--- src/hw/fetch_pkg.sv ---
package fetch_pkg;

  typedef logic [31:0] word_t;
  typedef logic [3:0]  branch_sel_t;
  typedef logic [31:0] stat_t;
  typedef logic [1:0]  ctr_t; // 2-bit saturating counter.

  // branch kinds as decoded in id.
  localparam branch_sel_t BR_BEQ    = 4'd0;
  localparam branch_sel_t BR_BNE    = 4'd1;
  localparam branch_sel_t BR_BGEZ   = 4'd2;
  localparam branch_sel_t BR_BGTZ   = 4'd3;
  localparam branch_sel_t BR_BLEZ   = 4'd4;
  localparam branch_sel_t BR_BLTZ   = 4'd5;
  localparam branch_sel_t BR_BGEZAL = 4'd6;
  localparam branch_sel_t BR_BLTZAL = 4'd7;

  // btb index is pc[7:2] and the tag is pc[31:8].
  localparam int BTB_ENTRIES = 64;
  localparam int BTB_IDX_W   = 6;
  localparam int BTB_TAG_W   = 24;

  typedef logic [BTB_IDX_W-1:0] btb_idx_t;
  typedef logic [BTB_TAG_W-1:0] btb_tag_t;

  localparam word_t RESET_PC = 32'hbfc0_0000;

  typedef struct packed {
    word_t pc;
    logic  pred_taken;
    word_t pred_target;
    logic  valid;
  } fetch_pkt_t;

  // jump or branch sitting in id2.
  typedef struct packed {
    word_t       pc;
    word_t       rs_data;
    word_t       rt_data;
    logic        is_branch;
    logic        is_jr;
    logic        is_j_imme;
    logic        in_delay_slot;
    branch_sel_t branch_sel;
    word_t       jmp_target;
    logic        pred_taken;   // prediction carried from fetch.
    word_t       pred_target;
  } id2_jmp_t;

endpackage
--- src/hw/fetch_unit.sv ---
module fetch_unit (
  input  logic                  clk,
  input  logic                  rst,
  input  logic                  stall,
  input  fetch_pkg::id2_jmp_t   id2,
  input  logic                  exception_pc_ena,
  input  fetch_pkg::word_t      exception_pc,
  output fetch_pkg::fetch_pkt_t fetch,
  output logic                  flush_req,
  output logic                  flush_is_jmp,
  output fetch_pkg::stat_t      branch_total,
  output fetch_pkg::stat_t      branch_miss
);

  import fetch_pkg::*;

  word_t pc;
  word_t next_pc;
  logic  pc_pred_taken;
  word_t pc_pred_target;

  fetch_stage fetch_stage_i (
    .clk              (clk),
    .rst              (rst),
    .stall            (stall),
    .next_pc          (next_pc),
    .flush_req        (flush_req),
    .exception_pc_ena (exception_pc_ena),
    .pred_taken       (pc_pred_taken),
    .pred_target      (pc_pred_target),
    .pc               (pc),
    .fetch            (fetch)
  );

  npc npc_i (
    .clk              (clk),
    .rst              (rst),
    .stall            (stall),
    .id2              (id2),
    .exception_pc_ena (exception_pc_ena),
    .exception_pc     (exception_pc),
    .pc               (pc),
    .flush_req        (flush_req),
    .flush_is_jmp     (flush_is_jmp),
    .pc_pred_taken    (pc_pred_taken),
    .pc_pred_target   (pc_pred_target),
    .next_pc          (next_pc),
    .branch_total     (branch_total),
    .branch_miss      (branch_miss)
  );

endmodule

--- src/hw/fetch_stage.sv ---
module fetch_stage (
  input  logic                  clk,
  input  logic                  rst,
  input  logic                  stall,
  input  fetch_pkg::word_t      next_pc,
  input  logic                  flush_req,
  input  logic                  exception_pc_ena,
  input  logic                  pred_taken,
  input  fetch_pkg::word_t      pred_target,
  output fetch_pkg::word_t      pc,
  output fetch_pkg::fetch_pkt_t fetch
);

  import fetch_pkg::*;

  logic load;
  logic kill;

  // an exception redirect goes through a stall.
  assign load = ~stall | exception_pc_ena;

  // the fetch in flight is on the wrong path.
  assign kill = flush_req | exception_pc_ena;

  always_ff @(posedge clk) begin
    if (rst) begin
      pc <= RESET_PC;
    end else if (load) begin
      pc <= next_pc;
    end
  end

  always_ff @(posedge clk) begin
    if (rst) begin
      fetch.valid <= 1'b0;
    end else if (load) begin
      fetch.pc          <= pc;
      fetch.pred_taken  <= pred_taken;
      fetch.pred_target <= pred_target;
      fetch.valid       <= ~kill;
    end
  end

endmodule

--- src/hw/npc.sv ---
module npc (
  input  logic                 clk,
  input  logic                 rst,
  input  logic                 stall,
  input  fetch_pkg::id2_jmp_t  id2,
  input  logic                 exception_pc_ena,
  input  fetch_pkg::word_t     exception_pc,
  input  fetch_pkg::word_t     pc,
  output logic                 flush_req,
  output logic                 flush_is_jmp,
  output logic                 pc_pred_taken,
  output fetch_pkg::word_t     pc_pred_target,
  output fetch_pkg::word_t     next_pc,
  output fetch_pkg::stat_t     branch_total,
  output fetch_pkg::stat_t     branch_miss
);

  import fetch_pkg::*;

  logic  is_jmp;
  logic  cond;
  logic  taken;
  logic  mispredict;
  logic  rs_neg;
  logic  rs_zero;
  word_t seq_pc;
  word_t flush_pc;

  assign is_jmp  = id2.is_branch | id2.is_jr | id2.is_j_imme;
  assign rs_neg  = id2.rs_data[31];
  assign rs_zero = (id2.rs_data == '0);

  // codes 8..15 are never taken.
  always_comb begin
    case (id2.branch_sel)
      BR_BEQ:    cond = (id2.rs_data == id2.rt_data);
      BR_BNE:    cond = (id2.rs_data != id2.rt_data);
      BR_BGEZ:   cond = ~rs_neg;
      BR_BGTZ:   cond = ~rs_neg & ~rs_zero;
      BR_BLEZ:   cond = rs_neg | rs_zero;
      BR_BLTZ:   cond = rs_neg;
      BR_BGEZAL: cond = ~rs_neg;
      BR_BLTZAL: cond = rs_neg;
      default:   cond = 1'b0;
    endcase
  end

  assign taken = id2.is_jr | id2.is_j_imme | (id2.is_branch & cond);

  assign mispredict =
    (taken & ~id2.pred_taken) |
    (taken & id2.pred_taken & (id2.pred_target != id2.jmp_target)) |
    (~taken & id2.pred_taken);

  // without a jump, a set pred_taken is a stale btb hit.
  assign flush_req    = is_jmp ? mispredict : (id2.pred_taken & ~id2.in_delay_slot);
  assign flush_is_jmp = is_jmp;

  b_predictor b_predictor_i (
    .clk         (clk),
    .rst         (rst),
    .pc          (pc),
    .pred_taken  (pc_pred_taken),
    .pred_target (pc_pred_target),
    .update      (is_jmp & ~stall),
    .update_pc   (id2.pc),
    .act_taken   (taken),
    .act_target  (id2.jmp_target)
  );

  // an odd slot of an aligned pair only needs +4.
  assign seq_pc = pc[2] ? pc + 32'd4 : pc + 32'd8;

  always_comb begin
    if (!is_jmp) begin
      flush_pc = id2.pc + 32'd4;
    end else if (taken) begin
      flush_pc = id2.jmp_target;
    end else begin
      flush_pc = id2.pc + 32'd8; // skip the delay slot.
    end
  end

  always_comb begin
    if (exception_pc_ena) begin
      next_pc = exception_pc;
    end else if (flush_req) begin
      next_pc = flush_pc;
    end else if (pc_pred_taken) begin
      next_pc = pc_pred_target;
    end else begin
      next_pc = seq_pc;
    end
  end

  always_ff @(posedge clk) begin
    if (rst) begin
      branch_total <= '0;
      branch_miss  <= '0;
    end else if (!stall) begin
      if (is_jmp) begin
        branch_total <= branch_total + 32'd1;
      end
      if (flush_req) begin
        branch_miss <= branch_miss + 32'd1;
      end
    end
  end

endmodule

--- src/hw/b_predictor.sv ---
module b_predictor (
  input  logic             clk,
  input  logic             rst,
  input  fetch_pkg::word_t pc,
  output logic             pred_taken,
  output fetch_pkg::word_t pred_target,
  input  logic             update,
  input  fetch_pkg::word_t update_pc,
  input  logic             act_taken,
  input  fetch_pkg::word_t act_target
);

  import fetch_pkg::*;

  logic [BTB_ENTRIES-1:0] valid;
  btb_tag_t               tag_mem    [BTB_ENTRIES];
  word_t                  target_mem [BTB_ENTRIES];
  ctr_t                   ctr_mem    [BTB_ENTRIES];

  btb_idx_t rd_idx;
  btb_tag_t rd_tag;
  btb_idx_t wr_idx;
  btb_tag_t wr_tag;
  logic     rd_hit;
  logic     wr_hit;

  assign rd_idx = pc[BTB_IDX_W+1:2];
  assign rd_tag = pc[31:BTB_IDX_W+2];
  assign wr_idx = update_pc[BTB_IDX_W+1:2];
  assign wr_tag = update_pc[31:BTB_IDX_W+2];

  // lookup.
  assign rd_hit      = valid[rd_idx] && (tag_mem[rd_idx] == rd_tag);
  assign pred_taken  = rd_hit && (ctr_mem[rd_idx] >= 2'd2);
  assign pred_target = target_mem[rd_idx];

  assign wr_hit = valid[wr_idx] && (tag_mem[wr_idx] == wr_tag);

  always_ff @(posedge clk) begin
    if (rst) begin
      valid <= '0;
    end else if (update && act_taken) begin
      valid[wr_idx] <= 1'b1; // a taken miss allocates.
    end
  end

  always_ff @(posedge clk) begin
    if (update) begin
      if (act_taken) begin
        tag_mem[wr_idx]    <= wr_tag;
        target_mem[wr_idx] <= act_target;
        if (wr_hit) begin
          if (ctr_mem[wr_idx] != 2'd3) begin
            ctr_mem[wr_idx] <= ctr_mem[wr_idx] + 2'd1;
          end
        end else begin
          ctr_mem[wr_idx] <= 2'd2; // new entry starts weakly taken.
        end
      end else if (wr_hit && (ctr_mem[wr_idx] != 2'd0)) begin
        ctr_mem[wr_idx] <= ctr_mem[wr_idx] - 2'd1;
      end
    end
  end

endmodule

--- config.mk ---
export PLATFORM = sky130hd
export DESIGN_NAME = fetch_unit
export DESIGN_NICKNAME = d
export VERILOG_FILES = /design/src/hw/fetch_pkg.sv /design/src/hw/fetch_unit.sv /design/src/hw/fetch_stage.sv /design/src/hw/npc.sv /design/src/hw/b_predictor.sv
export SDC_FILE = /design/constraint.sdc
export NUM_CORES = 2
export LEC_CHECK = 0
export BUFFER_PORTS_ARGS = -buffer_cell sky130_fd_sc_hd__buf_2
export CAP_MARGIN = 15
export CORE_UTILIZATION = 25
export CTS_CLUSTER_DIAMETER = 40
export DETAILED_ROUTE_END_ITERATION = 8
export SLEW_MARGIN = 20
export SYNTH_ARGS = -nofsm -noshare
export SYNTH_HDL_FRONTEND = slang
export SYNTH_SLANG_ARGS = --single-unit
--- constraint.sdc ---
create_clock -name clk -period 15.4 [get_ports clk]
set_input_delay 3.08 -clock clk [delete_from_list [all_inputs] [get_ports clk]]
set_output_delay 3.08 -clock clk [all_outputs]
set_load 0.01 [all_outputs]
==> summary.md <==
| Metric | Value |
|---|---|
| Outcome | finished, final reports clean |
| P_int | 19.38 mW |
| DPL Wire Length | 376.6 mm |
| Most used cell, CP | buf_4 |
| Die X | 820.4 um |
| Min cycle time layout | 11.18 ns |
| Fin util | 29.68% |
| Synthesized net count | 8,498 |
| Post-Place Cells | 17.33k |
| Vias in the first global route | 93.74k |
| Clock skew | 0.07734 ns |
| Leak | 61.12 nW |
| Critical path arrival | 8.10 ns |
| FF-to-FF path depth | 12 |
| Final hold slack | 0.4855 ns |
| R2R Path End | fetch_stage_i.pc[28] |
| Drt first pass iters | 8 |
| Worst-path fanout max | 67 |
| Worst-Skew Late Latency | 1.06 ns |
| Vias per cell | 5.386 |
| Postcts setup bufs | 0 |
| CP required | 12.32 ns |
| CP cell instances | buf_2, buf_4, xor2_1, nor4_1, nand4_1, buf_4, or4_1, a21oi_1, a21o_1, buf_4, clkinv_1, buf_2 |
| Design area | 0.1981 mm^2 |
| GRT Total Usage | 17.78% |
| CP Launch Point | id2[45] |
| Switch share | 24.35% |
| Worst path depth | 12 |
| CP endpoint | flush_req |
| Post-route DRC violation count | 0 |
| Syn avg cell area | 20.21 um^2 |
| Total negative slack | 0 ns |
| Clock power frac | 45.0% |
| Post-synthesis register bit count | 3,944 |
| Layout cells sized above 1 | 33.26% |
| Unrepaired setup endpoints after global routing | false |
| Clock-pin slew of the registers on the worst-case setup and hold paths | 0.06 ns |
| Iter 0 DRT Violations | 17.76k |
| Share of the synthesized area in the top cell type | 67.74% |
| CTS Buf Count | 484 |
| Critical path endpoint category | primary output |
| I/O pin count | 337 |
| Count of final setup violators | 0 |
| Crit path buffers/inverters | 6 |
| IO buf count | 336 |
| Sequential share of power | 46.6% |
| Layout area overhead | 18.32% |
| Avg WL per Cell | 34.03 um |
| CTS Sinks | 3,944 |
| Pwr per Cell Area | 129.3 mW/mm^2 |
| Core Rows | 300 |
| Nets | 9,127 |
| Final Hold Viols | 0 |
| CTS tree | built |
| Top post-synthesis cells by area | edfxtp_1 (68%), mux4_2 (20%), mux2i_1 (2.2%) |
| CP peak stage delay | 1.07 ns |
| Initial antenna violation count | 85 |
| Initial core utilization | 25.09% |
| Peak supply drop | 0.1085 mV |
| Ys async rst share | 0% |
| Hold buffers post-CTS | 0 |
| Max Clk Rate | 89.48 MHz |
| Hold Crit Class | flop to flop |
| Number of flops mapped to enable cells by yosys | 3,777 |
| Setup slack, reg-to-reg | 6.94 ns |
| Layout Cells excl Fill | 18.29k |
| Synth Cell Area | 0.1674 mm^2 |
| Register area share after synthesis | 69.74% |
| CTS Buffer Depth | 4 |
| Largest net degree at the start of global routing | 120 |
| Crit-path leading delay family | buffers and inverters |
| Worst slew margin | 12.96% |
| Wirelength, routed | 622.5 mm |
| Fin crit share | 72.57% |
| Max-Cap Viols | 0 |
| Yosys top cell by area | edfxtp_1 |
| Measured slew at the worst slew-check pin | 1.289 ns |
| Die area | 0.6730 mm^2 |
| Gr ovfl total | 0 |
| Via Count | 98.54k |
| Critical Path Start Type | input pin |
| Crit-path slowest cell | nor4_1 |
| DP Area | 0.1816 mm^2 |
| GPL Wtd Cong | 0.9383 |
| Die H | 820.4 um |
| Top-count cell post-synth | edfxtp_1 |
| Post-synthesis cell type count | 83 |
| Yosys warning count | 0 |
| Crit path kind | input pin to primary output |
| Number of nets with antenna violations after routing | 0 |
| H-tree levels | 5 |
| Slew Limit Fails | 0 |
| Post-CTS Resized | 0 |
| First-pass GRT wire length | 830.3 mm |
| Core ar. | 0.6674 mm^2 |
| Comb pwr share | 8.4% |
| Root Driver | clkbuf_16 |
| Most frequent cells after synthesis | edfxtp_1 (3,777), mux4_2 (1,454), mux2i_1 (372), clkbuf_1 (280), nor2_1 (270) |
| P_sw | 6.238 mW |
| Post-Synthesis Cells | 8,283 |
| Synth Flop Type | edfxtp_1 |
[how the worst min path moves through the flow]
stage | startpoint | endpoint | slack [ns] | depth (start not counted)
detailed placement | npc_i.b_predictor_i.valid[34] | npc_i.b_predictor_i.valid[34] | 0.47 | 1
finish | npc_i.b_predictor_i.valid[28] | npc_i.b_predictor_i.valid[28] | 0.49 | 1
global placement | npc_i.b_predictor_i.valid[54] | npc_i.b_predictor_i.valid[54] | 0.46 | 1
global route | fetch_stage_i.pc[0] | fetch_stage_i.fetch[34] | 0.49 | 0
floorplan | fetch_stage_i.pc[2] | fetch_stage_i.fetch[36] | 0.41 | 0
CTS | npc_i.b_predictor_i.valid[34] | npc_i.b_predictor_i.valid[34] | 0.48 | 1
[routing by layer]
layer  track usage (%)  vias up  part of all wire, %
li1                  -    36650                    -
met1             23.72    52830                   38
met2             26.81     7562                   44
met3             5.000     1463                   13
met4             8.343       32                  5.5
met5                 0        -                0.030
[final cells by class]
cell class	count	area (um^2)
Fill cell	64950	469300
Sequential cell	3944	116800
Multi-Input combinational cell	3742	48710
Clock buffer	548	12550
Tap cell	8909	11150
Timing Repair Buffer	704	4797
Clock inverter	362	3831
Inverter	36	157.7
Antenna cell	49	122.6
[cell usage in the layout (no fill, tap or decap), types with 20 or more instances in the layout]
| master | instances |
|---|---|
| a21oi_1 | 96 |
| bufinv_16 | 48 |
| edfxtp_1 | 3777 |
| nor2_1 | 210 |
| and3_1 | 45 |
| nand2_1 | 224 |
| a31oi_1 | 21 |
| nand3_1 | 117 |
| xnor2_1 | 78 |
| clkbuf_16 | 490 |
| clkinv_2 | 71 |
| nor4_1 | 56 |
| clkbuf_1 | 51 |
| mux4_2 | 1454 |
| inv_6 | 38 |
| buf_2 | 333 |
| nor3_1 | 95 |
| a221oi_1 | 25 |
| buf_4 | 344 |
| inv_1 | 28 |
| xor2_1 | 130 |
| clkinvlp_4 | 51 |
| clkinv_4 | 44 |
| o22ai_1 | 153 |
| nand4_1 | 50 |
| diode_2 | 49 |
| mux2i_1 | 372 |
| o21ai_0 | 103 |
| or3_1 | 26 |
| nor2_4 | 57 |
| dfxtp_1 | 161 |
| buf_12 | 20 |
| clkinv_1 | 71 |
| a22oi_1 | 47 |
| mux2_2 | 20 |
| o21a_1 | 61 |
[power groups by stage]
stage | Sequential [mW] | Clock, mW | Combinational (mW)
floorplan | 12.1 | 0 | 1.18
global route | 11.9 | 12.0 | 2.20
global placement | 12.2 | 0 | 2.11
finish | 11.9 | 11.5 | 2.15
CTS | 11.9 | 11.6 | 2.12
detailed placement | 12.2 | 0 | 2.11
[sequential cells by signal, summed over array words and instances (netlist names), named ones only]
name	count
npc_i.b_predictor_i.target_mem	2048
npc_i.b_predictor_i.tag_mem	1536
npc_i.b_predictor_i.ctr_mem	128
fetch_stage_i.fetch	66
npc_i.b_predictor_i.valid	64
fetch_stage_i.pc	32
npc_i.branch_miss	32
npc_i.branch_total	32
[kinds of logic after synthesis]
family,count (synthesis),share of synthesized area [%]
adder cells (fa/ha/maj),10,0.07473
flip-flops,3944,69.74
AO/OA/AOI/OAI,656,2.601
XOR/XNOR,209,1.093
multiplexers,1851,21.95
buffers and inverters,597,1.586
AND/OR/NAND/NOR,1016,2.956
[metrics by stage]
step	setup WS, ns	power (mW)
after detailed placement	4.484	14.27
after global placement	4.584	14.27
final	4.224	25.61
after CTS	4.479	25.65
after global routing	4.195	26.14
after floorplan	5.151	13.30
No activity file was read; power rests on OpenSTA's default activity.
